$ cat src/include/video_config.svh
// Video configuration.
// Timing for 640x480 at 800x525 total, sprite size, fixed colours
// and the latency through the sprite overlay stage.

`ifndef VIDEO_CONFIG_SVH
`define VIDEO_CONFIG_SVH

// horizontal timing, in pixels.
`define H_ACTIVE 640
`define H_FRONT  16
`define H_SYNC   96
`define H_TOTAL  800

// vertical timing, in lines.
`define V_ACTIVE 480
`define V_FRONT  10
`define V_SYNC   2
`define V_TOTAL  525

// sprite image size.
`define SPRITE_WIDTH  64
`define SPRITE_HEIGHT 64

// colour forced on blanked pixels by the sprite stage.
`define BLANK_RGB 12'h888

// cycles from sprite stage input to output.
`define SPRITE_LATENCY 3

`endif

$ cat src/hdl/video_pkg.sv
// Video package.
// Types shared along the pixel pipeline: counts, positions,
// colours, sprite image addresses and the video bus word.

`default_nettype none

package video_pkg;

    // pixel or line count.
    typedef logic [10:0] coord_t;

    // sprite position, wider than a count.
    typedef logic [11:0] pos_t;

    // 4:4:4 colour, red in the top nibble.
    typedef logic [11:0] rgb_t;

    // image address, row in the upper six bits, column below.
    typedef logic [11:0] sprite_addr_t;

    // one pixel on the bus with its position and timing flags.
    typedef struct packed {
        coord_t hcount;
        logic   hsync;
        logic   hblnk;
        coord_t vcount;
        logic   vsync;
        logic   vblnk;
        rgb_t   rgb;
    } video_bus_t;

endpackage

`default_nettype wire

$ cat src/hdl/bus_delay.sv
// Video bus delay line.
// Shifts the whole bus word through DEPTH registers so that it
// lines up with data arriving DEPTH cycles later.

`default_nettype none

module bus_delay #(
    parameter int DEPTH = 2
) (
    input  wire logic                   clk,
    input  wire logic                   rst,
    input  wire video_pkg::video_bus_t bus_in,
    output video_pkg::video_bus_t      bus_out
);

    video_pkg::video_bus_t stage [DEPTH];

    always_ff @(posedge clk) begin
        if (rst) begin
            for (int i = 0; i < DEPTH; i++) begin
                stage[i] <= '0;
            end
        end else begin
            stage[0] <= bus_in;
            for (int i = 1; i < DEPTH; i++) begin
                stage[i] <= stage[i - 1];
            end
        end
    end

    assign bus_out = stage[DEPTH - 1];           // oldest word leaves.

endmodule

`default_nettype wire

$ cat src/hdl/draw_sprite.sv
// Sprite overlay stage.
// Looks up the sprite image for the incoming pixel, with optional
// horizontal mirroring, and draws it inside a 64x64 box at xpos, ypos.
// Blanked pixels get a fixed grey. Three cycles from input to output.

`default_nettype none

`include "video_config.svh"

module draw_sprite (
    input  wire logic                   clk,
    input  wire logic                   rst,
    input  wire video_pkg::pos_t       xpos,
    input  wire video_pkg::pos_t       ypos,
    input  wire logic                   rotate,
    input  wire video_pkg::rgb_t       sprite_rgb,
    output video_pkg::sprite_addr_t    sprite_addr,
    input  wire video_pkg::video_bus_t bus_in,
    output video_pkg::video_bus_t      bus_out
);

    localparam video_pkg::pos_t SPR_W   = video_pkg::pos_t'(`SPRITE_WIDTH);
    localparam video_pkg::pos_t SPR_H   = video_pkg::pos_t'(`SPRITE_HEIGHT);
    localparam logic [5:0]      COL_MAX = 6'(`SPRITE_WIDTH - 1);

    video_pkg::video_bus_t   bus_dly;
    video_pkg::video_bus_t   bus_nxt;
    video_pkg::sprite_addr_t addr_nxt;
    video_pkg::pos_t         x_off;
    video_pkg::pos_t         y_off;
    video_pkg::pos_t         x_dly;
    video_pkg::pos_t         y_dly;
    logic [5:0]              col;
    logic                    in_box;

    // bus waits for the address register plus the ROM read.
    bus_delay #(
        .DEPTH(`SPRITE_LATENCY - 1)
    ) u_bus_delay (
        .clk,
        .rst,
        .bus_in,
        .bus_out(bus_dly)
    );

    // address from the undelayed counts.
    always_comb begin
        y_off = video_pkg::pos_t'(bus_in.vcount) - ypos;
        x_off = video_pkg::pos_t'(bus_in.hcount) - xpos;
        if (rotate) begin
            col = COL_MAX - x_off[5:0];          // mirrored column.
        end else begin
            col = x_off[5:0];
        end
        addr_nxt = {y_off[5:0], col};
    end

    // merge on the cycle where ROM data matches the delayed bus.
    always_comb begin
        x_dly   = video_pkg::pos_t'(bus_dly.hcount);
        y_dly   = video_pkg::pos_t'(bus_dly.vcount);
        in_box  = (x_dly >= xpos) && (x_dly < xpos + SPR_W) &&
                  (y_dly >= ypos) && (y_dly < ypos + SPR_H);
        bus_nxt = bus_dly;
        if (bus_dly.hblnk || bus_dly.vblnk) begin
            bus_nxt.rgb = `BLANK_RGB;
        end else if (in_box) begin
            bus_nxt.rgb = sprite_rgb;
        end
    end

    always_ff @(posedge clk) begin
        if (rst) begin
            bus_out     <= '0;
            sprite_addr <= '0;
        end else begin
            bus_out     <= bus_nxt;
            sprite_addr <= addr_nxt;
        end
    end

endmodule

`default_nettype wire

$ cat config.mk
export PLATFORM = sky130hd
export DESIGN_NAME = draw_sprite
export DESIGN_NICKNAME = d
export VERILOG_FILES = /design/src/hdl/video_pkg.sv /design/src/hdl/bus_delay.sv /design/src/hdl/draw_sprite.sv
export VERILOG_INCLUDE_DIRS = /design/src /design/src/include
export SDC_FILE = /design/constraint.sdc
export NUM_CORES = 1
export LEC_CHECK = 0
export BUFFER_PORTS_ARGS = -buffer_cell sky130_fd_sc_hd__buf_2
export CORE_MARGIN = 2
export CORE_UTILIZATION = 40
export DETAILED_ROUTE_END_ITERATION = 8
export PLACE_DENSITY = 0.7
export RECOVER_POWER = 100
export SLEW_MARGIN = 20
export SYNTH_ARGS = -nofsm -noshare
export SYNTH_HDL_FRONTEND = slang
export SYNTH_SLANG_ARGS = --single-unit
export TNS_END_PERCENT = 30
$ cat constraint.sdc
create_clock -name clk -period 2.7 [get_ports clk]
set_clock_uncertainty 0.05 [all_clocks]
set_input_delay 0.27 -clock clk [delete_from_list [all_inputs] [get_ports clk]]
set_output_delay 0.27 -clock clk [all_outputs]
set_load 0.01 [all_outputs]
### Yosys cells after proc, flatten, opt, wreduce, memory -nomap -nowiden

Memories as Yosys holds them, arrays and structs flattened.
Index checks and enable logic that the tools add are counted.

| storage, ports and cells | value |
|---|---|
| input bits | 77 |
| output and inout bits | 50 |
| register bits after elaboration | 50 |
| memory bits (writable) | 76 |
| memories kept | 1 |

| cells by class | value |
|---|---|
| bitwise operators | 2 |
| add/sub/neg operators | 5 |
| muxes and demuxes | 8 |
| magnitude comparators | 4 |
| reductions and logical operators | 5 |

Memories:

| memory | depth | width | read ports | clocked after memory_dff | write ports | RTL line | RTL |
|---|---|---|---|---|---|---|---|
| u_bus_delay.stage | 2 | 38 | 2 | 0 | 2 | bus_delay.sv:16 | `video_pkg::video_bus_t stage [DEPTH];` |

Operator list:

| kind | number |
|---|---|
| two-way mux 38 bit | 2 |
| adder 12 x 7 -> 12 bit, second input constant | 2 |
| >= comparator 11 x 12 -> 1 bit | 2 |
| less-than comparator 11 x 12 -> 1 bit | 2 |
| two-way mux 12 bit | 2 |
| subtractor 6 bit | 2 |
| two-way mux 6 bit | 1 |
| subtractor 6 bit, first input constant | 1 |
| logical AND 1 bit | 3 |
| two-way mux 1 bit | 3 |
| OR 1 bit | 2 |
| OR reduction 2 bit | 1 |
| logical OR 1 bit | 1 |

### Logic depth before layout (Yosys ltp)

| depth | value |
|---|---|
| depth in word-level cells | 7 |
| gate-level depth with buffers | 10 |

### Hierarchy

From an unflattened synthesis, not the netlist that was laid out.

| unflattened totals | value |
|---|---|
| cells, all modules | 528 |
| area total of the unflattened synthesis | 5454.0 µm² |

By module, submodules not included:

| module | cells each | area an instance (µm²) | instances | sequential area each (µm²) |
|---|---|---|---|---|
| draw_sprite | 330 | 3104.2 | 1 | 1001.0 |
| bus_delay | 198 | 2349.8 | 1 | 1521.5 |

### Worst setup path after synthesis

Ideal clock, no wire load.

| path | value |
|---|---|
| path kind | input-to-reg |
| from | input port ypos[6] |
| to | register bus_out[7] (netlist bit) |
| path buffers | 1 |
| arrival | 2.174 ns |
| slack | 0.397 ns |
| cell stages on the path | 9 |
| data required time | 2.571 ns |
| cells stage by stage | ha_1 xnor2_1 ha_1 a21oi_1 a21boi_1 o311ai_0 buf_8 a31oi_4 a211oi_2 |

| between the ends | value |
|---|---|
| word-level cells in the longest chain between the ends | 5 |

RTL lines:

| what | RTL line | RTL |
|---|---|---|
| start, declared | draw_sprite.sv:14 | `input wire video_pkg::pos_t ypos,` |
| adder 12 x 7 -> 12 bit or >= comparator 11 x 12 -> 1 bit (tied branches) | draw_sprite.sv:63 | `(y_dly >= ypos) && (y_dly < ypos + SPR_H);` |
| less-than comparator 11 x 12 -> 1 bit or logical AND 1 bit (tied branches) | draw_sprite.sv:63, draw_sprite.sv:62 |  |
| logical AND 1 bit (*) | draw_sprite.sv:63 |  |
| two-way mux 12 bit (*) | draw_sprite.sv:67 | `end else if (in_box) begin` |
| two-way mux 12 bit (*) | draw_sprite.sv:65 | `if (bus_dly.hblnk \|\| bus_dly.vblnk) begin` |
| end signal, assigned | draw_sprite.sv:77 | `bus_out <= bus_nxt;` |
| end, declared | draw_sprite.sv:19 | `output video_pkg::video_bus_t bus_out` |

Mark *: on every way between the ends. The rest lies on a longest branch, timed or not.
A chain may end at the register's enable or synchronous reset.

==> out/metrics.csv <==
stage,metric,value,unit
cells_and_area,proportion of layout cells with a drive suffix above 1,0.195,
sta,Fin. Hold Viols,0,
synth,Main synth FF type,dfxtp_1,
hold_path,worst min path class,in -> reg,
grt,pin count of the biggest net entering global routing,62,
cells_and_area,Layout area overhead,25.8,%
synth,synth warn,0,
synth,Post-synth EDFFs,0,
synth,mux contribution to synthesized area,0,
hold_path,Hold Crit Depth,2,
floorplanning,Die Width,117,um
drt,Vias/cell,4.59,
setup_path,critical path arrival,2.59,ns
cells_and_area,"commonest cells after routing, fill and taps aside","126 x dfxtp_1, 102 x nor2b_1, 75 x buf_2, 54 x clkbuf_1, 44 x ha_1",
floorplanning,row cnt,41,
setup_path,crit path capture type,flip-flop,
synth,Mean Syn Cell Area,10.5,um2
drt,DR DRC count,0,
drt,1st-iter DRT viols,109,
clock_tree,H-tree levels,4,
synth,syn_nets,614,
pwr,Power Density,735,nW/um2
drt,vias,3744,
sta,Fin Hold WS,0.0235,ns
placement,Cells after DPL,773,
setup_path,Crit Path Class,reg -> reg,
setup_path,Worst Setup Start Kind,flip-flop,
sta,final setup fails,0,
cells_and_area,Final #Nets,752,
synth,post-synth top area cell,dfxtp_1,
clock_tree,CTS Sinks,126,
grt,global route overflow,0,
clock_tree,CTS buffer count,17,
run_status,status,completed,
grt,first-pass GRT wire length,17.4,mm
sta,Final min period,2.41,ns
sta,Final period util,0.891,
placement,Routability Congestion,0.820,
drt,Routed WL per cell,12.6,um
sta,max_slew headroom,0.149,
synth,largest family of logic cells by synthesized area,simple AND/OR/NAND/NOR gates,
synth,simple-gate share of the synthesized area,0.195,
pwr,Max IR drop VDD,0.384,mV
grt,GRT Overall Usage,0.157,
floorplanning,Starting Density,0.409,
pwr,leakage,2.80,nW
grt,vias in the first global route,3677,
cells_and_area,Finished Layout Cells,816,
sta,"Slew Viols, Final",0,
setup_path,Crit Path Max Fanout,12,
synth,library cells used by synthesis,45,
synth,Synth top area share,0.491,
synth,post-synthesis register bit count,126,
synth,post-synthesis sequential area ratio,0.491,
synth,Synth area leaders,"dfxtp_1 49%, nor2b_1 12%, ha_1 11%",
placement,DP HPWL,7.65,mm
cells_and_area,"most common cell after layout, fill and taps aside",dfxtp_1,
synth,complex-gate fraction of the synthesized area,0.108,
clock_tree,Clock Latency Late Sink,0.41,ns
placement,IO Port Bufs,126,
drt,Antenna Nets Post-Route,0,
job,Max Cap Viol,0,
drt,Post-Route WL,10.3,mm
floorplanning,die height,117,um
sta,f_max,416,MHz
clock_tree,TritonCTS clock tree,done,
floorplanning,IO Pins,127,
synth,post-synthesis xor/xnor area fraction,0.0358,
sta,setup repair after global routing missed its margin,no,
synth,cell count after synthesis,491,
floorplanning,die area,13800,um2
sta,worst slew pin tran,1.28,ns
grt,initial antenna violation count,2,
drt,first-pass detailed-route iteration total,4,
clock_tree,Clock Path Buffers,2,
synth,Mapped Area,5140,um2
clock_tree,Root Driver,clkbuf_16,
setup_path,R2R depth,9,
setup_path,WP data required,2.88,ns
synth,ys async rst share,0,
floorplanning,core box area,12600,um2
clock_tree,Worst-path clk slew,0.06,ns
synth,Synth Area in Adders,0.115,
worst max-delay path, stage by stage (launching register included):
cell	delay, ns
dfxtp_1	0.30
inv_1	0.04
ha_1	0.25
nand2b_1	0.16
a2111oi_0	0.56
o311a_1	0.28
a211oi_1	0.06
clkbuf_2	0.23
a31oi_1	0.23
a211oi_1	0.07
stage by stage:
step / area (um2) / setup TNS (ns) / worst slack [ns] / utilization / power (W)
finish: 6460 / 0 / 0.294 / 0.514 / 0.00475
global route: 6460 / 0 / 0.0603 / 0.514 / 0.00497
global placement: 5880 / 0 / 0.132 / 0.468 / 0.00247
CTS: 6580 / 0 / 0.178 / 0.523 / 0.00483
detailed placement: 5880 / -0.00289 / -0.00289 / 0.468 / 0.00248
floorplan: 5140 / 0 / 0.397 / - / 0.00233
path summary, 6_finish.rpt:
check | from | endpoint | slack (ns)
max | u_bus_delay.stage[0][65] | bus_out[3] | 0.29
min | bus_in[13] | u_bus_delay.stage[0][13] | 0.02
max reg2reg | u_bus_delay.stage[0][65] | bus_out[3] | 0.29
min reg2reg | u_bus_delay.stage[0][24] | u_bus_delay.stage[0][62] | 0.38
per-layer routing:
metal | wire length [um] | vias up | GRT usage
li1 | - | 1928 | -
met1 | 4540 | 1689 | 0.189
met2 | 4790 | 105 | 0.251
met3 | 627 | 22 | 0.0584
met4 | 312 | 0 | 0.0730
met5 | 0 | - | 0
cell families (layout without fill, tap and decap cells):
family,after synthesis,in the layout
compound gates,73,73
xor+xnor,21,21
fa+ha+maj,46,46
buf+inv,55,206
flops,126,126
other cells,0,2
simple gates,170,170
what timing repair did:
item / in CTS / in global routing
buffers inserted: 0 / 0
setup endpoints to repair: 0 / 3
hold buffers: 9 / 0
endpoints found under the hold margin: 9 / 0
resized for setup: 0 / 1
where the power goes:
group | total [W] | internal [W] | leakage [nW] | switching [W]
sequential | 0.00198 | 0.00195 | 1.04 | 0.0000289
combinational | 0.000455 | 0.000215 | 1.48 | 0.000240
clock | 0.00232 | 0.00148 | 0.279 | 0.000836
total | 0.00475 | 0.00365 | 2.80 | 0.00111
registers in the layout (all words and copies together), names as in the netlist:
signal	count
u_bus_delay.stage	76
sprite_addr	12
bus_out	38
final cells by class:
cell class / instances / area [um2]
Tap cell: 172 / 215
Antenna cell: 2 / 5.00
Sequential cell: 126 / 2520
Multi-Input combinational cell: 310 / 2300
Inverter: 34 / 128
Fill cell: 1168 / 6100
Clock inverter: 12 / 163
Timing Repair Buffer: 140 / 686
Clock buffer: 20 / 447
Yosys cell counts, types with 5 or more instances:
cell,number
nor3_1,6
ha_1,44
nand2_1,10
nand3_1,9
nor2b_1,102
a21oi_1,23
inv_1,30
o31ai_2,9
dfxtp_1,126
xor2_1,7
clkbuf_1,12
nor2_1,19
o21ai_0,6
nand4_1,10
xnor2_1,14
a211oi_1,5
Note: power is estimated with default switching activity, not from simulation.
