`src/include/video_config.svh`:
```
// Video configuration.
// Timing for 640x480 at 800x525 total, sprite size, fixed colours
// and the latency through the sprite overlay stage.

`ifndef VIDEO_CONFIG_SVH
`define VIDEO_CONFIG_SVH

// horizontal timing, in pixels.
`define H_ACTIVE 640
`define H_FRONT  16
`define H_SYNC   96
`define H_TOTAL  800

// vertical timing, in lines.
`define V_ACTIVE 480
`define V_FRONT  10
`define V_SYNC   2
`define V_TOTAL  525

// sprite image size.
`define SPRITE_WIDTH  64
`define SPRITE_HEIGHT 64

// colour forced on blanked pixels by the sprite stage.
`define BLANK_RGB 12'h888

// cycles from sprite stage input to output.
`define SPRITE_LATENCY 3

`endif

```
`src/hdl/video_pkg.sv`:
```
// Video package.
// Types shared along the pixel pipeline: counts, positions,
// colours, sprite image addresses and the video bus word.

`default_nettype none

package video_pkg;

    // pixel or line count.
    typedef logic [10:0] coord_t;

    // sprite position, wider than a count.
    typedef logic [11:0] pos_t;

    // 4:4:4 colour, red in the top nibble.
    typedef logic [11:0] rgb_t;

    // image address, row in the upper six bits, column below.
    typedef logic [11:0] sprite_addr_t;

    // one pixel on the bus with its position and timing flags.
    typedef struct packed {
        coord_t hcount;
        logic   hsync;
        logic   hblnk;
        coord_t vcount;
        logic   vsync;
        logic   vblnk;
        rgb_t   rgb;
    } video_bus_t;

endpackage

`default_nettype wire

```
`src/hdl/draw_background.sv`:
```
// Background stage.
// Paints a coarse colour grid on active pixels from the upper count
// bits and black on blanked pixels, one cycle from input to output.

`default_nettype none

module draw_background (
    input  wire logic                   clk,
    input  wire logic                   rst,
    input  wire video_pkg::video_bus_t bus_in,
    output video_pkg::video_bus_t      bus_out
);

    video_pkg::video_bus_t bus_nxt;

    always_comb begin
        bus_nxt = bus_in;
        if (bus_in.hblnk || bus_in.vblnk) begin
            bus_nxt.rgb = '0;
        end else begin
            // red from the column band, green from the row band.
            bus_nxt.rgb = {bus_in.hcount[8:5], bus_in.vcount[8:5], 4'h0};
        end
    end

    always_ff @(posedge clk) begin
        if (rst) begin
            bus_out <= '0;
        end else begin
            bus_out <= bus_nxt;
        end
    end

endmodule

`default_nettype wire

```
`config.mk`:
```
export PLATFORM = sky130hd
export DESIGN_NAME = draw_background
export DESIGN_NICKNAME = d
export VERILOG_FILES = /design/src/include/video_config.svh /design/src/hdl/video_pkg.sv /design/src/hdl/draw_background.sv
export SDC_FILE = /design/constraint.sdc
export NUM_CORES = 1
export LEC_CHECK = 0
export BUFFER_PORTS_ARGS = -buffer_cell sky130_fd_sc_hd__buf_2
export CAP_MARGIN = 0
export CORE_ASPECT_RATIO = 0.5
export CORE_UTILIZATION = 39
export DETAILED_ROUTE_END_ITERATION = 12
export PLACE_DENSITY_LB_ADDON = 0.2
export SETUP_SLACK_MARGIN = 0.05
export SKIP_CTS_REPAIR_TIMING = 1
export SYNTH_ARGS = -nofsm -noshare
export SYNTH_HDL_FRONTEND = slang
export SYNTH_SLANG_ARGS = --single-unit
export TNS_END_PERCENT = 10
```
`constraint.sdc`:
```
create_clock -name clk -period 1.2 [get_ports clk]
set_input_delay 0 -clock clk [delete_from_list [all_inputs] [get_ports clk]]
set_output_delay 0 -clock clk [all_outputs]
set_load 0.02 [all_outputs]
```
-- Word level (Yosys, flattened, before mapping)
Cells that the tools add are included.
- register bits: 38
- bits in latches: 0
- memory bits (writable): 0
- bits in read-only memories: 0
- input port bits: 40
- output and inout bits: 38
- word-level logic and storage cells: 10
- memories kept: 0
- $add $sub $neg: 0
- multipliers: 0
- divide/modulo/power cells: 0
- $lt $le $gt $ge: 0
- eq/ne operators: 0
- shift operators: 0
- multiplexer cells: 0
- bitwise gates (word level): 0
- reduce and logical (&&, ||, !) cells: 2
- operators by type and width (cell ; number):
    2-bit OR reduction ; 1
    1-bit logical OR ; 1

-- Depth between registers and ports, before layout
Gate-level depths: netlist of the first run.
- depth after elaboration: 2
- depth in mapped cells: 2
- mapped depth without buffers: 1

-- Worst setup path before layout of the first run
OpenSTA, ideal clock, no wires.
- path type: input -> register
- start: input bus_in[25] (netlist name)
- end: register bus_out[11] (netlist name)
- library setup time: 0.087 ns
- data arrival time: 0.381 ns
- required time: 1.113 ns
- setup slack: 0.732 ns
- stages: 2
- buffers on the path: 1
- path through: buf_4 -> nor4b_4
- word-level cells in the longest chain between the ends: 2
- RTL lines (element ; line ; source):
    start: declaration ; draw_background.sv:10 ; input wire video_pkg::video_bus_t bus_in,
    1-bit logical OR ; draw_background.sv:18 ; if (bus_in.hblnk || bus_in.vblnk) begin
    2-bit OR reduction (no source line) ; -- ;
    end signal: assignment ; draw_background.sv:30 ; bus_out <= bus_nxt;
    end: declaration ; draw_background.sv:11 ; output video_pkg::video_bus_t bus_out
No other way between the ends.
A chain may end at the register's enable or synchronous reset.

-- Worst setup path in the final report of the first run
- start: register bus_out[34] (netlist name)
- end: output bus_out[34] (netlist name)
No word-level cell between the ends.

==> out/metrics.csv, run 1 <==
stage,metric,value,unit
logic_synthesis,yosysTopAreaCell,dfxtp_1,
pwr,power,2.34,mW
placement,gp_congestion,0.608,
clock_tree,cts_made_buffers,5,
layout,area_growth,59.0,%
logic_synthesis,netlist-cell-type-count,9,
placement,numPortBuffers,61,
setup_path,crit_chain,buf_2,
global_route,grt_max_degree,25,
clock_tree,clk_pin_slew,0.07,ns
placement,place_hpwl,1.23,mm
sta,fin_crit_sh,62.7,%
floorplanning,die_w,75.4,microns
layout,num-fill-cells,185,
global_route,grt_pass1_wl,2.64,mm
logic_synthesis,synth_warnings,0,
floorplanning,io_pins,78,
clock_tree,clock_sinks,34,
setup_path,arrival,0.75,ns
setup_path,crit_fanout,1,
placement,dpl-instance-area,0.00135,sq mm
layout,regMostFlops,bus_out,
setup_path,cp_slowest_cell,dfxtp_1,
logic_synthesis,netlist_area,0.00105,sq mm
layout,drive_gt1_share,46.7,%
route,highest_layer,met3,
sta,setup_viol,0,
setup_path,crit_path_end_kind,primary output,
route,wl_per_cell,10.3,microns
setup_path,worstSetupStartpoint,bus_out[34],
floorplanning,dieHeight,38.7,microns
pwr,power_leakage,0.807,nW
sta,fin_setup_tns,0,ns
logic_synthesis,yosys_register_bits,34,
route,drc_errors,0,
route,wl_met2,1.06,mm
sta,rsz0062_at_grt,no,
logic_synthesis,synth_cells,78,
layout,num_antenna_cells,0,
floorplanning,dieArea,0.00292,sq mm
global_route,grt_pass1_vias,567,
route,ant_nets,0,
min_path,hp-class,input pin to register,
clock_tree,htreeDepth,2,
sta,layout_min_cycle_time,0.752,ns
setup_path,critPathMaxStageDelay,0.32,ns
route,drt-total-wl,2.06,mm
sta,hold_viol,1,
floorplanning,start_util,44.3,%
floorplanning,rows,12,
min_path,worstHoldStart,bus_in[20],
route,vias_per_cell,3.89,
clock_tree,clock_path_buffers,2,
run,max_cap_violations,0,
clock_tree,root_buffer,clkbuf_8,
logic_synthesis,avgSynthCellArea,13.5,sq um
setup_path,cpLargestDelayFamily,flip-flops,
pwr,power_density,1400,mW/mm^2
route,vias,777,
layout,largest_reg_flops,34,
route,wl_met1,859,microns
floorplanning,core_area,0.00237,sq mm
outcome,status,finished with violations,
outcome,violations,hold timing,
route,drt-initial-drc-count,5,
route,dr.pass1.iters,2,
setup_path,required,1.20,ns
logic_synthesis,ys_seq_area_share,64.8,%
sta,slew_violations,0,
setup_path,start_kind,register,
global_route,antenna_found_initial,0,
pwr,ir_drop,0.867,mV
setup_path,cp.buffers_inverters,1,
clock_tree,tritoncts,done,
sta,clock.fmax,1330,MHz
global_route,overflow,0,
sta,timing.hold.ws,-0.0218,ns
layout,reg_top3,bus_out: 34 flops,
global_route,grt.total_usage,13.3,%
layout,nets,204,
logic_synthesis,synth_area_leaders,"dfxtp_1 65%, nor2b_1 14%, nor4b_2 10%",
route,wl_met3,141,microns
layout,fin_area,0.00167,sq mm
logic_synthesis,yosys.area.top_type_share,64.8,%
setup_path,critical_path_class,register to primary output,
-- kinds of logic after synthesis --
logic type,count (synthesis),share of synthesized area (%)
buffers and inverters,9,6.67
DFF,34,64.8
other,1,0.357
and+or+nand+nor,34,28.1
-- synthesized netlist by cell type (all sizes together) --
library cell	count
conb	1
buf	9
nor2b	23
nor4b	8
and2b	3
dfxtp	34
-- where the power goes --
part | total [mW] | internal, mW | switching (mW)
sequential | 1.19 | 1.18 | 0.0101
combinational | 0.314 | 0.152 | 0.162
clock | 0.836 | 0.462 | 0.374
-- per-layer routing --
metal,vias up,GRT usage [%]
met1,336,15.3
li1,410,-
met2,31,20.5
met4,0,5.56
met5,-,0
met3,0,7.29
-- path summary, 6_finish.rpt --
path,endpoint,slack (ns),cells after the start
setup / recovery,bus_out[34],0.45,1
hold / removal,bus_out[20],-0.02,2
-- layout by cell type, fill, tap and decap left out --
cell type and instances:
clkbuf_1 1, nor2b_1 23, and2b_1 3, nor4b_4 1
clkinv_2 1, buf_4 1, buf_2 61, dlygate4sd3_1 23
clkbuf_8 6, dfxtp_1 34, conb_1 4, nor4b_2 7
-- stage by stage --
stage / util (%) / setup WS (ns) / cells
floorplan: - / 0.732 / 81
global placement: 56.8 / 0.359 / 169
detailed placement: 56.8 / 0.348 / 169
CTS: 60.7 / 0.451 / 177
global route: 70.4 / 0.398 / 200
finish: 70.4 / 0.448 / 200
-- layout make-up --
| class | count | area (sq um) | area share, % |
|---|---|---|---|
| flip-flops and latches | 34 | 681 | 40.8 |
| clock inverters | 1 | 5.00 | 0.300 |
| repair buffers | 85 | 543 | 32.5 |
| multi-input cells | 38 | 310 | 18.6 |
| clock buffers | 7 | 86.3 | 5.17 |
| well taps | 35 | 43.8 | 2.62 |
No activity file was read; power rests on OpenSTA's default activity.
==> run 2, diff against run 1 <==
ABC_AREA = 1   (was not set)
CORE_UTILIZATION = 37   (was 39)
clock period = 0.8 ns   (was 1.2 ns; I/O delays follow)
==> run 2 against run 1 <==
The run now ends clean. Non-clock buffer count is 3 higher. Critical path depth stayed put. First-iteration DRC count is 120% higher.
==> out/metrics.csv, run 2 <==
stage,metric,value,unit
outcome,status,finished clean,
logic_synthesis,synthArstFlopShare,0,%
logic_synthesis,netlist_area,988,sq um
route,drc_errors,0,
logic_synthesis,yosys.area.top_type_share,68.9,%
placement,place_inst,197,
floorplanning,io_pins,78,
route,wl_per_cell,8.71,microns
layout,final_common_cell,buf_2,
logic_synthesis,synth_flop_cell,dfxtp_1,
setup_path,cp.buffers_inverters,1,
logic_synthesis,synth_area_leaders,"dfxtp_1 69%, inv_1 9.9%, nor2_1 9.9%",
sta,setup_viol,0,
clock_tree,clock_path_buffers,2,
clock_tree,clock_sinks,34,
layout,drive_gt1_share,38.8,%
sta,fin_setup_tns,0,ns
logic_synthesis,avgSynthCellArea,9.60,sq um
logic_synthesis,synth_warnings,0,
pwr,power_density,2080,mW/mm^2
clock_tree,root_buffer,clkbuf_8,
run,max_cap_violations,0,
min_path,hp-class,input pin to register,
setup_path,crit_fanout,1,
logic_synthesis,synth_cells,103,
setup_path,start_kind,register,
pwr,power_leakage,0.969,nW
setup_path,critical_path_class,register to primary output,
global_route,grt.total_usage,12.5,%
clock_tree,tritoncts,done,
route,dr.pass1.iters,4,
route,drt-initial-drc-count,11,
route,ant_nets,0,
layout,nets,235,
clock_tree,cts_made_buffers,5,
logic_synthesis,netlist-cell-type-count,10,
setup_path,cp_slowest_cell,dfxtp_2,
setup_path,cpLargestDelayFamily,flip-flops,
layout,fin_area,0.00170,sq mm
layout,area_growth,71.5,%
floorplanning,core_area,0.00237,sq mm
sta,slew_violations,0,
clock_tree,htreeDepth,2,
pwr,ir_drop,1.30,mV
sta,hold_viol,0,
route,vias,843,
setup_path,crit_chain,buf_4,
logic_synthesis,yosys_register_bits,34,
floorplanning,dieHeight,38.6,microns
layout,final_cells,231,
logic_synthesis,yosysMostFrequentCell,dfxtp_1,
sta,clock.fmax,1350,MHz
global_route,antenna_found_initial,0,
layout,num_antenna_cells,0,
setup_path,arrival,0.74,ns
placement,dpl-instance-area,0.00130,sq mm
route,drt-total-wl,2.01,mm
floorplanning,start_util,41.7,%
layout,regMostFlops,bus_out,
placement,place_hpwl,1.20,mm
sta,rsz0062_at_grt,yes,
sta,layout_min_cycle_time,0.739,ns
clock_tree,clk_pin_slew,0.06,ns
global_route,grt_pass1_vias,585,
logic_synthesis,yosys-top-cells-count,"34 x dfxtp_1, 26 x inv_1, 26 x nor2_1",
setup_path,crit_path_end_kind,primary output,
setup_path,required,0.80,ns
global_route,grt_pass1_wl,2.38,mm
logic_synthesis,synth_edf_count,0,
layout,num-fill-cells,203,
logic_synthesis,yosysTopAreaCell,dfxtp_1,
layout,largest_reg_flops,34,
layout,mostFrequentLayoutCells,"48 x buf_2, 31 x dfxtp_1, 26 x inv_1, 26 x nor2_1, 26 x dlygate4sd3_1",
global_route,overflow,0,
global_route,grt_max_degree,14,
floorplanning,die_w,75.1,microns
layout,reg_top3,bus_out: 34 flops,
floorplanning,rows,12,
placement,gp_congestion,0.629,
floorplanning,dieArea,0.00289,sq mm
route,vias_per_cell,3.65,
sta,fin_crit_sh,92.4,%
setup_path,critPathMaxStageDelay,0.32,ns
logic_synthesis,ys_seq_area_share,68.9,%
placement,numPortBuffers,61,
==> run 2: cell count changes in the layout (fill, tap and decap cells not counted), moves of 6 or more <==
cell / before / now
nor2b_1: 23 / 0
nor4b_2: 7 / 0
nand2_1: 0 / 6
buf_4: 1 / 12
buf_2: 61 / 48
nor2_1: 0 / 26
inv_1: 0 / 26
==> run 2: routing by layer <==
layer / global-route usage [%] / routed length, microns / up-vias
met5: 0 / 0 / -
met4: 5.66 / 17 / 0
met3: 7.37 / 140 / 2
met2: 21.8 / 1010 / 32
met1: 12.1 / 846 / 353
li1: - / - / 456
==> run 2: logic make-up after synthesis <==
family                 after synthesis  synth area share (%)
AND/OR/NAND/NOR                     35                  14.1
other                                1                 0.379
flip-flops                          34                  68.9
buffers and inverters               33                  16.7
==> run 2: metrics by stage <==
stage | util (%) | power, mW | hold WS, ns | setup WS, ns
after floorplan | - | 2.06 | 0.102 | 0.403
after global placement | 54.8 | 2.18 | 0.199 | 0.182
after detailed placement | 54.8 | 2.19 | 0.202 | 0.174
after CTS | 58.6 | 3.45 | -0.0821 | 0.0413
after global routing | 71.5 | 3.70 | 0.0355 | 0.0126
final | 71.5 | 3.52 | 0.0307 | 0.0611
==> run 2: report_power, final <==
group	internal [mW]	switching (mW)	total [mW]	leakage [nW]
clock network	0.693	0.557	1.25	0.0482
logic	0.234	0.245	0.479	0.638
registers	1.77	0.0190	1.79	0.283
==> run 2: path summary, 6_finish.rpt <==
kind / slack [ns] / cells past startpoint / end / start
setup / recovery: 0.06 / 1 / bus_out[8] / bus_out[8]
hold / removal: 0.03 / 2 / bus_out[24] / rst
==> run 2: cell type report <==
cell class,count,area [sq um],share of cell area (%)
Tap cell,35,43.8,2.58
Sequential cell,34,684,40.4
Clock buffer,7,86.3,5.09
Timing Repair Buffer,88,613,36.2
Multi-Input combinational cell,39,154,9.08
Clock inverter,1,5.00,0.295
Inverter,27,109,6.42
