`src/include/video_config.svh`:
```
// Video configuration.
// Timing for 640x480 at 800x525 total, sprite size, fixed colours
// and the latency through the sprite overlay stage.

`ifndef VIDEO_CONFIG_SVH
`define VIDEO_CONFIG_SVH

// horizontal timing, in pixels.
`define H_ACTIVE 640
`define H_FRONT  16
`define H_SYNC   96
`define H_TOTAL  800

// vertical timing, in lines.
`define V_ACTIVE 480
`define V_FRONT  10
`define V_SYNC   2
`define V_TOTAL  525

// sprite image size.
`define SPRITE_WIDTH  64
`define SPRITE_HEIGHT 64

// colour forced on blanked pixels by the sprite stage.
`define BLANK_RGB 12'h888

// cycles from sprite stage input to output.
`define SPRITE_LATENCY 3

`endif

```
`src/hdl/video_pkg.sv`:
```
// Video package.
// Types shared along the pixel pipeline: counts, positions,
// colours, sprite image addresses and the video bus word.

`default_nettype none

package video_pkg;

    // pixel or line count.
    typedef logic [10:0] coord_t;

    // sprite position, wider than a count.
    typedef logic [11:0] pos_t;

    // 4:4:4 colour, red in the top nibble.
    typedef logic [11:0] rgb_t;

    // image address, row in the upper six bits, column below.
    typedef logic [11:0] sprite_addr_t;

    // one pixel on the bus with its position and timing flags.
    typedef struct packed {
        coord_t hcount;
        logic   hsync;
        logic   hblnk;
        coord_t vcount;
        logic   vsync;
        logic   vblnk;
        rgb_t   rgb;
    } video_bus_t;

endpackage

`default_nettype wire

```
`src/hdl/vga_timing.sv`:
```
// VGA timing generator.
// Counts pixels and lines over the 800x525 frame and decodes the
// sync and blanking flags. All outputs are registered, so every
// flag belongs to the counts of the same word. Paces the pipeline.

`default_nettype none

`include "video_config.svh"

module vga_timing (
    input  wire logic              clk,
    input  wire logic              rst,
    output video_pkg::video_bus_t timing
);

    localparam video_pkg::coord_t H_LAST     = video_pkg::coord_t'(`H_TOTAL - 1);
    localparam video_pkg::coord_t V_LAST     = video_pkg::coord_t'(`V_TOTAL - 1);
    localparam video_pkg::coord_t H_SYNC_ON  = video_pkg::coord_t'(`H_ACTIVE + `H_FRONT);
    localparam video_pkg::coord_t H_SYNC_OFF =
        video_pkg::coord_t'(`H_ACTIVE + `H_FRONT + `H_SYNC);
    localparam video_pkg::coord_t V_SYNC_ON  = video_pkg::coord_t'(`V_ACTIVE + `V_FRONT);
    localparam video_pkg::coord_t V_SYNC_OFF =
        video_pkg::coord_t'(`V_ACTIVE + `V_FRONT + `V_SYNC);
    localparam video_pkg::coord_t H_BLANK_ON = video_pkg::coord_t'(`H_ACTIVE);
    localparam video_pkg::coord_t V_BLANK_ON = video_pkg::coord_t'(`V_ACTIVE);

    video_pkg::coord_t     h_nxt;
    video_pkg::coord_t     v_nxt;
    video_pkg::video_bus_t timing_nxt;

    // counter advance; vcount steps on the hcount wrap.
    always_comb begin
        h_nxt = timing.hcount + 1'b1;
        v_nxt = timing.vcount;
        if (timing.hcount == H_LAST) begin
            h_nxt = '0;
            if (timing.vcount == V_LAST) begin
                v_nxt = '0;
            end else begin
                v_nxt = timing.vcount + 1'b1;
            end
        end
    end

    // decode from the next counts so flags line up after the register.
    always_comb begin
        timing_nxt.hcount = h_nxt;
        timing_nxt.hsync  = (h_nxt >= H_SYNC_ON) && (h_nxt < H_SYNC_OFF);
        timing_nxt.hblnk  = (h_nxt >= H_BLANK_ON);
        timing_nxt.vcount = v_nxt;
        timing_nxt.vsync  = (v_nxt >= V_SYNC_ON) && (v_nxt < V_SYNC_OFF);
        timing_nxt.vblnk  = (v_nxt >= V_BLANK_ON);
        timing_nxt.rgb    = '0;                      // colour is added downstream.
    end

    always_ff @(posedge clk) begin
        if (rst) begin
            timing <= '0;
        end else begin
            timing <= timing_nxt;
        end
    end

endmodule

`default_nettype wire

```
`config.mk`:
```
export PLATFORM = sky130hd
export DESIGN_NAME = vga_timing
export DESIGN_NICKNAME = d
export VERILOG_FILES = /design/src/hdl/video_pkg.sv /design/src/hdl/vga_timing.sv
export VERILOG_INCLUDE_DIRS = /design/src /design/src/include
export SDC_FILE = /design/constraint.sdc
export NUM_CORES = 1
export LEC_CHECK = 0
export BUFFER_PORTS_ARGS = -buffer_cell sky130_fd_sc_hd__buf_2
export CORE_AREA = 2 2 63 65
export CTS_CLUSTER_DIAMETER = 80
export DETAILED_ROUTE_END_ITERATION = 6
export DIE_AREA = 0 0 65 67
export PLACE_DENSITY = 0.62
export SETUP_SLACK_MARGIN = 0.02
export SLEW_MARGIN = 20
export SYNTH_ARGS = -nofsm -noshare
export SYNTH_HDL_FRONTEND = slang
export SYNTH_SLANG_ARGS = --single-unit
```
`constraint.sdc`:
```
create_clock -name clk -period 4.8 [get_ports clk]
set_input_delay 1.44 -clock clk [delete_from_list [all_inputs] [get_ports clk]]
set_output_delay 1.44 -clock clk [all_outputs]
set_load 0.01 [all_outputs]
```
Word-level counts from Yosys, hierarchy flattened. Cells that the tools add are included.

Logic and storage cells: 22. Flip-flop bits (word level): 38. Input port bits: 2.

Equality and inequality tests: 2. Mux-type cells: 3. Add/sub/neg operators: 2. Reductions and logical operators: 2. Order comparisons: 6.

Operators with widths (number): $mux 11 (3); $add 11x1->11 const B (2); $eq 11x10->1 const B (2); $ge 11x10->1 const B (2); $ge 11x9->1 const B (2); $lt 11x10->1 const B (1); $lt 11x9->1 const B (1); $logic_and 1x1->1 (2).

Depth between registers and ports, before layout. Gate-level depths: netlist of the first run.

Depth after elaboration: 5. Depth in mapped cells: 7. Gate-level depth less buffers: 7.

Least setup slack after synthesis of the first run. OpenSTA, ideal clock, no wires.

Path kind: input -> register. Start point: input port rst. End point: register timing[13] (netlist bit). Path buffers: 0. Stages: 4. Setup slack: 2.500 ns. Arrival time: 2.213 ns. Required time: 4.713 ns. Cells stage by stage: inv_1 o21ai_1 a211o_1 nor4b_2.

RTL lines: from (decl) (RTL line vga_timing.sv:12) `input wire logic rst,`; to (signal assigned) (RTL line vga_timing.sv:60) `timing <= timing_nxt;`; to (decl) (RTL line vga_timing.sv:13) `output video_pkg::video_bus_t timing`.

Final worst setup path of the first run.
Start point: register timing[27] (netlist bit). End point: register timing[13] (netlist bit).

Cells in the longest elaborated chain, start to end: 4. Elaborated cells on any way between the ends: 5.

RTL lines: $eq 11x10->1 (*) (RTL line vga_timing.sv:35) `if (timing.hcount == H_LAST) begin`; $mux 11 (*) (RTL line vga_timing.sv:35); $ge 11x9->1 / $lt 11x9->1 (equally long branches) (RTL line vga_timing.sv:51) `timing_nxt.vsync = (v_nxt >= V_SYNC_ON) && (v_nxt < V_SYNC_OFF);`; $logic_and 1x1->1 (*) (RTL line vga_timing.sv:51).

Every way passes the cells marked *; elsewhere a longest branch is shown, timed or not. A chain may end at the register's enable or synchronous reset.

==> run metrics, run 1 <==
syn_area_per_cell 8.49 µm²; Least-Margin Pin Slew around 0.75 ns; CP endpoint kind flip-flop; final WL between 3000 and 4000 µm; max frequency 394 MHz; Inst Count DP 239; vias in the first global route ~1100; # diodes 0; RSZ-0062 raised after global routing no; area share of the largest cell type after synthesis between 30% and 40%; CP required 4.96 ns; FP Rows 22; Arrival @ worst endpoint 2.70 ns; area grow syn2layout 11.9%; pre-CTS setup slack about 2.2 ns; non-filler instance count after layout between 200 and 250; worst clock skew between 0.002 and 0.003 ns; Die Span X between 60 and 70 µm; Max stage delay on crit path 0.62 ns; grt ovf 0; Gate Count Post-Synth roughly 170; Final HPWL DP 2300 µm; most frequent cell after synthesis dfxtp_1; largest net degree at the start of global routing 14; vias after detailed routing 1243; Psw 0.0818 mW; switching portion of total power 22.7%; post-route setup slack 2.26 ns; cts hold-fix bufs 0; critical path class flip-flop to flip-flop; initial antenna violation count 0; Synth Cell Area 0.00144 mm²; sequential share of power 61.3%; reg2reg path depth 6; Yosys warning total 0; synth cell count leaders 26 x dfxtp_1, 19 x nor2_1, 12 x buf_4, 12 x xnor2_1; leading area contributor after synthesis dfxtp_1; Core Area 0.00361 mm²; post-route ant nets 0; HP Class flip-flop to flip-flop; top flop regs timing (26); Worst R2R Setup Slack 2.26 ns; kind of cell adding the most delay to the critical path simple AND/OR/NAND/NOR gates; Via density 5.14; CP max stage cell or3_1; Final Hold Viols 0; startpoint types flip-flop; hold_sp timing[27]$_SDFF_PP0_; layout net count around 200; post-synthesis sequential area ratio 36.3%; Synth Flop Type dfxtp_1; outcome finished clean; Lkg Pwr 0.641 nW; Tcrit/Tclk final 52.9%; Final Critical Period 2.54 ns; Reg clk slew, reported paths 0.09 ns; CTS root buf clkbuf_8; Crit Path Max Fanout 10; capturing point of the worst reg2reg path timing[13]$_SDFF_PP0_; postcts setup bufs 0; Distinct cells, synth just over 40; drt wl/cell 12.8 µm; maxcap violations 0; hold path cells 1; Initial Util 39.8%; Max VDD drop 0.0900 mV; Reg with most FFs timing; Sink Count 26; Die ar. ~0.0044 mm²; PwrDens 224 mW/mm²; Initial DRT Pass Iterations 4; max reg flops 26; DRT iter0 DRCs 81; # setup viols final 0; Hold WS 0.505 ns; Yosys reg bits 26; first-pass GRT wire length 5150 µm; Logic pwr share 4.3%; placed cell areas 0.00156 mm²; Max Slew Vio Count 0; Int Power approximately 0.28 mW; TritonCTS clock tree yes; r2r startpoint timing[27]$_SDFF_PP0_; Die H approximately 67 µm; setup_tns 0 ns; final instance area 0.00161 mm²; critical-path cell list ha_1 -> nand4_1 -> or3_1 -> o21ai_1 -> a211o_1 -> nor4b_2; top cells by area in the synthesized netlist dfxtp_1 36%, xnor2_1 7.3%, buf_4 6.3%; TritonCTS Buffers 3; RD Place Congestion 0.839; Port Buf Inserts 27; number of flops mapped to enable cells by yosys 0; layout cell share with drive strength beyond 1 19.6%; worst hold endpoint timing[27]$_SDFF_PP0_; Skew-Pair Late Insertion Delay 0.27 ns; DRC Markers 0; Post-CTS Resized 0; clock network fraction of design power 34.4%; H-tree levels 1; ys async rst share 0%; worst-case clock buffer depth 2; # fillers 379; Slew HR 50.0%; gr usage total 15.0%; num ports 40; Crit path buffers/inverters 0
## power groups by stage
| stage | logic [mW] | clock network, mW | registers, mW |
|---|---|---|---|
| after CTS | 0.0152 | 0.129 | 0.221 |
| after global placement | 0.0153 | 0 | 0.225 |
| after floorplan | 0.0166 | 0 | 0.226 |
| after detailed placement | 0.0150 | 0 | 0.226 |
| final | 0.0153 | 0.124 | 0.221 |
| after global routing | 0.0171 | 0.133 | 0.221 |
## worst reg2reg max path, stage by stage, from the launching register on
cell and delay, ns:
dfxtp_1 0.42, ha_1 0.23, nand4_1 0.37, or3_1 0.62, o21ai_1 0.54, a211o_1 0.21
nor4b_2 0.05
## cell usage in the layout (no fill, tap or decap), types with 4 or more instances in the layout
cell type   n
nor2_1     19
o21ai_0     4
a21oi_1     9
buf_2      27
nand2_1    11
xnor2_1    12
conb_1     12
nand4_1     5
inv_1       8
xor2_1      5
nand3_1    11
nor3_1      5
dfxtp_1    26
## worst max-delay path by stage
| stage | endpoint | start | cells past startpoint | slack (ns) |
|---|---|---|---|---|
| after floorplan | timing[13]$_SDFF_PP0_ | rst | 4 | 2.50 |
| after global placement | timing[13]$_SDFF_PP0_ | rst | 5 | 2.21 |
| after detailed placement | timing[13]$_SDFF_PP0_ | rst | 5 | 2.18 |
| after CTS | timing[13]$_SDFF_PP0_ | timing[27]$_SDFF_PP0_ | 6 | 2.27 |
| after global routing | timing[13]$_SDFF_PP0_ | timing[27]$_SDFF_PP0_ | 6 | 2.08 |
| final | timing[13]$_SDFF_PP0_ | timing[27]$_SDFF_PP0_ | 6 | 2.26 |
## cell type report
cell class                 instances  area, µm²  share of cell area, %
clock buffer                       3       41.3                   2.57
inverter                           8       30.0                   1.87
multi-input combinational        130        818                   51.0
sequential                        26        520                   32.4
tap                               48       60.1                   3.74
timing repair buffer              27        135                   8.42
## per-layer routing
metal | vias up | global-route usage [%] | part of all wire (%)
li1 | 628 | - | -
met1 | 563 | 20.9 | 48
met2 | 46 | 23.5 | 45
met3 | 6 | 2.87 | 6.1
met4 | 0 | 4.26 | 1.4
met5 | - | 0 | 0
## cell families after synthesis
family | after synthesis | share of synthesized area (%)
AO/OA/AOI/OAI | 26 | 12.5
buffers and inverters | 24 | 9.59
AND/OR/NAND/NOR | 72 | 28.4
other | 1 | 0.261
adder cells (fa/ha/maj) | 3 | 2.62
XOR/XNOR | 17 | 10.4
flip-flops | 26 | 36.3
## metrics by stage
stage / util [%] / power, mW
final: 44.5 / 0.360
after global routing: 44.5 / 0.372
after CTS: 44.5 / 0.365
after detailed placement: 43.4 / 0.241
after global placement: 43.4 / 0.241
after floorplan: - / 0.243
Power figures use the tool's default switching activity.
==> run 2, diff against run 1 <==
clock period = 2.4 ns   (was 4.8 ns; I/O delays follow)
==> run metrics, run 2 (same netlist as run 1, synthesis figures left out) <==
Lkg Pwr 0.729 nW (was 0.641 nW); switching portion of total power 20.6% (was 22.7%); Port Buf Inserts 27 (unchanged); cts hold-fix bufs 0 (unchanged); first-pass GRT wire length 5200 µm (was 5150 µm); Detail Route met2 WL 1470 µm (was 1380 µm); Initial Util 39.8% (unchanged); layout cell share with drive strength beyond 1 25.4% (was 19.6%); area grow syn2layout 21.3% (was 11.9%); Int Power 0.669 mW (was 0.278 mW); final instance area 0.00174 mm² (was 0.00161 mm²); vias after detailed routing 1314 (was 1243); Reg clk slew, reported paths 0.09 ns (about the same); placed cell areas 0.00167 mm² (was 0.00156 mm²); Core Area 0.00361 mm² (unchanged); Crit path buffers/inverters 2 (was 0); Arrival @ worst endpoint 2.40 ns (was 2.70 ns); DRT iter0 DRCs 81 (unchanged); Logic pwr share 4.0% (was 4.3%); clock network fraction of design power 43.7% (was 34.4%); drt wl/cell 12.0 µm (was 12.8 µm); CTS root buf clkbuf_8 (unchanged); max frequency 449 MHz (was 394 MHz); TritonCTS Buffers 3 (unchanged); Skew-Pair Late Insertion Delay 0.27 ns (about the same); Max stage delay on crit path 0.61 ns (was 0.62 ns); postcts setup bufs 0 (unchanged); vias in the first global route 1182 (was 1096); worst clock skew 0.00126 ns (was 0.00277 ns); # diodes 0 (unchanged); # fillers 352 (was 379); reg2reg path depth 7 (was 6); CP max stage cell or4b_2 (was or3_1); cell depth of the worst setup path 7 (was 6); Tcrit/Tclk final 92.8% (was 52.9%); TritonCTS clock tree yes (unchanged); Hold WS 0.498 ns (was 0.505 ns); FP Rows 22 (unchanged); RD Place Congestion 0.866 (was 0.839); RSZ-0062 raised after global routing no (unchanged); Slew HR 62.8% (was 50.0%); M1 WL 1440 µm (was 1470 µm); num ports 40 (unchanged); Crit Path Max Fanout 5 (was 10); most frequent cells in the layout 27 x buf_2, 26 x dfxtp_1, 19 x nor2_1 (unchanged); DRC Markers 0 (unchanged); Die ar. 0.00436 mm² (unchanged); commonest non-fill, non-tap cell in the layout buf_2 (unchanged); Final Hold Viols 0 (unchanged); Reg with most FFs timing (unchanged); max reg flops 26 (unchanged); Psw 0.174 mW (was 0.0818 mW); layout net count 215 (was 201); worst-case clock buffer depth 2 (unchanged); CP required 2.57 ns (was 4.96 ns); final WL 3090 µm (about the same); Sink Count 26 (unchanged); grt ovf 0 (unchanged); FF+latch area 520 µm² (unchanged); max layer used met4 (unchanged); sequential share of power 52.3% (was 61.3%); final core occ 48.3% (was 44.5%); top flop regs timing (26) (unchanged); Max VDD drop 0.315 mV (was 0.0900 mV); # setup viols final 0 (unchanged); setup_tns 0 ns (unchanged); hold path cells 1 (unchanged); HP Class flip-flop to flip-flop (unchanged); Die Span X 65 µm (unchanged); largest net degree at the start of global routing 16 (was 14); Post-CTS Resized 0 (unchanged); gr usage total 15.0% (about the same); CP endpoint kind flip-flop (unchanged); outcome finished clean (unchanged); critical-path cell list inv_1 -> ha_1 -> or4b_2 -> or3_1 -> o21ai_1 -> buf_4 -> nor2_1 (was ha_1 -> nand4_1 -> or3_1 -> o21ai_1 -> a211o_1 -> nor4b_2); Final HPWL DP 2440 µm (was 2300 µm); multi-input logic area 818 µm² (unchanged); post-route ant nets 0 (unchanged); initial antenna violation count 0 (unchanged); Max Slew Vio Count 0 (unchanged); maxcap violations 0 (unchanged); Initial DRT Pass Iterations 4 (unchanged); Final Critical Period 2.23 ns (was 2.54 ns); met3 WL 160 µm (was 187 µm); critical path class flip-flop to flip-flop (unchanged); H-tree levels 1 (unchanged); kind of cell adding the most delay to the critical path simple AND/OR/NAND/NOR gates (unchanged); PwrDens 484 mW/mm² (was 224 mW/mm²); Die H 67 µm (unchanged); Via density 5.11 (was 5.14); startpoint types flip-flop (unchanged); Least-Margin Pin Slew 0.554 ns (was 0.745 ns)
-- run 2: cell count changes in the layout (fill, tap and decap cells not counted) --
cell / delta
buf_4: +14
bufinv_16: +1
-- run 2: area by class of cell --
cell class | instances | share of cell area (%)
Multi-Input combinational cell | 130 | 47.0
Tap cell | 48 | 3.45
Clock buffer | 3 | 2.37
Sequential cell | 26 | 29.9
Timing Repair Buffer | 41 | 13.8
Inverter | 8 | 1.73
Clock inverter | 1 | 1.73
-- run 2: path summary, 6_finish.rpt --
check                     endpoint                  start  slack (ns)
max          timing[14]$_SDFF_PP0_  timing[14]$_SDFF_PP0_        0.17
min reg2reg  timing[27]$_SDFF_PP0_  timing[27]$_SDFF_PP0_        0.50
min          timing[27]$_SDFF_PP0_  timing[27]$_SDFF_PP0_        0.50
max reg2reg  timing[14]$_SDFF_PP0_  timing[14]$_SDFF_PP0_        0.17
-- run 2: metal layers --
metal | vias up | track usage (%)
met5 | - | 0
met4 | 0 | 2.39
met3 | 4 | 3.55
met2 | 40 | 25.5
met1 | 613 | 19.7
li1 | 657 | -
-- run 2: metrics by stage --
stage / setup WS (ns) / total power [mW] / instances
2_1_floorplan: 0.151 / 0.486 / 180
3_3_place_gp: 0.172 / 0.484 / 253
3_5_place_dp: 0.211 / 0.484 / 253
4_1_cts: 0.182 / 0.852 / 257
5_1_grt: 0.0762 / 0.868 / 257
6_report: 0.172 / 0.843 / 257
-- run 2: power by group through the flow --
| stage | registers, mW | logic [mW] | clock network, mW |
|---|---|---|---|
| finish | 0.441 | 0.0335 | 0.368 |
| floorplan | 0.452 | 0.0332 | 0 |
| CTS | 0.441 | 0.0334 | 0.377 |
| global placement | 0.451 | 0.0337 | 0 |
| global route | 0.442 | 0.0372 | 0.389 |
| detailed placement | 0.451 | 0.0333 | 0 |
==> run 3, diff against run 2 <==
clock period = 2.24 ns   (was 2.4 ns; I/O delays follow)
==> run metrics, run 3 (same netlist as run 1, synthesis figures left out) <==
worst clock skew 0.00324 ns (was 0.00126 ns); worst-case clock buffer depth 2 (unchanged); area grow syn2layout 26.0% (was 21.3%); layout net count 221 (was 215); Die ar. 0.00436 mm² (unchanged); Initial DRT Pass Iterations 4 (unchanged); Arrival @ worst endpoint 2.26 ns (was 2.40 ns); Max Slew Vio Count 0 (unchanged); commonest non-fill, non-tap cell in the layout buf_2 (unchanged); FF+latch area 526 µm² (was 520 µm²); # diodes 0 (unchanged); multi-input logic area 836 µm² (was 818 µm²); PwrDens 502 mW/mm² (was 484 mW/mm²); cts hold-fix bufs 0 (unchanged); Final Hold Viols 0 (unchanged); setup_tns 0 ns (unchanged); post-route ant nets 0 (unchanged); Reg clk slew, reported paths 0.09 ns (about the same); largest net degree at the start of global routing 16 (unchanged); vias in the first global route 1177 (was 1182); # fillers 364 (was 352); Initial Util 39.8% (unchanged); H-tree levels 1 (unchanged); TritonCTS clock tree yes (unchanged); Sink Count 26 (unchanged); layout cell share with drive strength beyond 1 30.2% (was 25.4%); Max VDD drop 0.331 mV (was 0.315 mV); post-route setup slack 0.177 ns (was 0.172 ns); Via density 5.02 (was 5.11); CP endpoint kind flip-flop (unchanged); startpoint types flip-flop (unchanged); maxcap violations 0 (unchanged); Port Buf Inserts 27 (unchanged); max frequency 485 MHz (was 449 MHz); num ports 40 (unchanged); Crit Path Max Fanout 3 (was 5); Reg with most FFs timing (unchanged); top flop regs timing (26) (unchanged); gr usage total 17.2% (was 15.0%); RD Place Congestion 0.923 (was 0.866); Core Area 0.00361 mm² (unchanged); HP Class flip-flop to flip-flop (unchanged); drt wl/cell 12.7 µm (was 12.0 µm); FP Rows 22 (unchanged); pre-CTS setup slack 0.138 ns (was 0.211 ns); # setup viols final 0 (unchanged); Die Span X 65 µm (unchanged); Die H 67 µm (unchanged); placed cell areas 0.00171 mm² (was 0.00167 mm²); CP required 2.43 ns (was 2.57 ns); Lkg Pwr 0.758 nW (was 0.729 nW); critical path class flip-flop to flip-flop (unchanged); RSZ-0062 raised after global routing no (unchanged); initial antenna violation count 0 (unchanged); Final HPWL DP 2510 µm (was 2440 µm); DRC Markers 0 (unchanged); first-pass GRT wire length 5610 µm (was 5200 µm); max reg flops 26 (unchanged); grt ovf 0 (unchanged); vias after detailed routing 1321 (was 1314); TritonCTS Buffers 3 (unchanged); DRT iter0 DRCs 59 (was 81); Tcrit/Tclk final 92.1% (was 92.8%); final instance area 0.00181 mm² (was 0.00174 mm²); Final Critical Period 2.06 ns (was 2.23 ns); outcome finished clean (unchanged); final WL 3350 µm (was 3090 µm); most frequent cells in the layout 27 x buf_2, 24 x dfxtp_1, 20 x buf_4 (was 27 x buf_2, 26 x dfxtp_1, 19 x nor2_1); Skew-Pair Late Insertion Delay 0.28 ns (was 0.27 ns); CTS root buf clkbuf_8 (unchanged)
## run 3: per-stage QoR
stage          util [%]  power, mW  hold WS [ns]  std cells
6_report           50.1      0.908         0.455        263
5_1_grt            50.1      0.946         0.475        263
2_1_floorplan         -      0.521         0.458        180
3_3_place_gp       47.5      0.522         0.448        258
3_5_place_dp       47.5      0.522         0.455        258
4_1_cts            49.4      0.919         0.472        262
## run 3: cell type report
type | count | share of cell area [%]
Inverter | 8 | 1.66
Sequential cell | 26 | 29.1
Timing Repair Buffer | 47 | 15.8
Tap cell | 48 | 3.32
Multi-Input combinational cell | 130 | 46.2
Clock buffer | 3 | 2.28
Clock inverter | 1 | 1.66
## run 3: what timing repair did
| action | in CTS | in global routing |
|---|---|---|
| setup endpoints to repair | 0 | 8 |
| endpoints found under the hold margin | 0 | 0 |
| gates resized for setup | 0 | 6 |
| setup buffers | 0 | 1 |
## run 3: final timing paths
kind | cells after the start | endpoint | slack (ns) | startpoint
max | 7 | timing[13]$_SDFF_PP0_ | 0.18 | timing[14]$_SDFF_PP0_
min | 1 | timing[27]$_SDFF_PP0_ | 0.46 | timing[27]$_SDFF_PP0_
min reg2reg | 1 | timing[27]$_SDFF_PP0_ | 0.46 | timing[27]$_SDFF_PP0_
max reg2reg | 7 | timing[13]$_SDFF_PP0_ | 0.18 | timing[14]$_SDFF_PP0_
## run 3: power by group
| part | switching, mW | internal [mW] | leakage, nW |
|---|---|---|---|
| registers | 0.00639 | 0.467 | 0.211 |
| clock network | 0.158 | 0.239 | 0.0357 |
| logic | 0.0253 | 0.0127 | 0.511 |
## run 3: critical path, stage by stage, from the launching register on
cell and delay [ns]:
dfxtp_1 0.32, inv_1 0.06, ha_1 0.15, or4b_2 0.60, or3_4 0.41, o21ai_1 0.12
a21oi_1 0.09, nor4b_2 0.24
## run 3: per-layer routing
layer	track usage, %	share of wire, %	up-vias
met4	8.51	2.5	0
met5	0	0	-
met1	20.5	43	595
li1	-	-	669
met3	3.72	5.9	10
met2	29.1	48	47
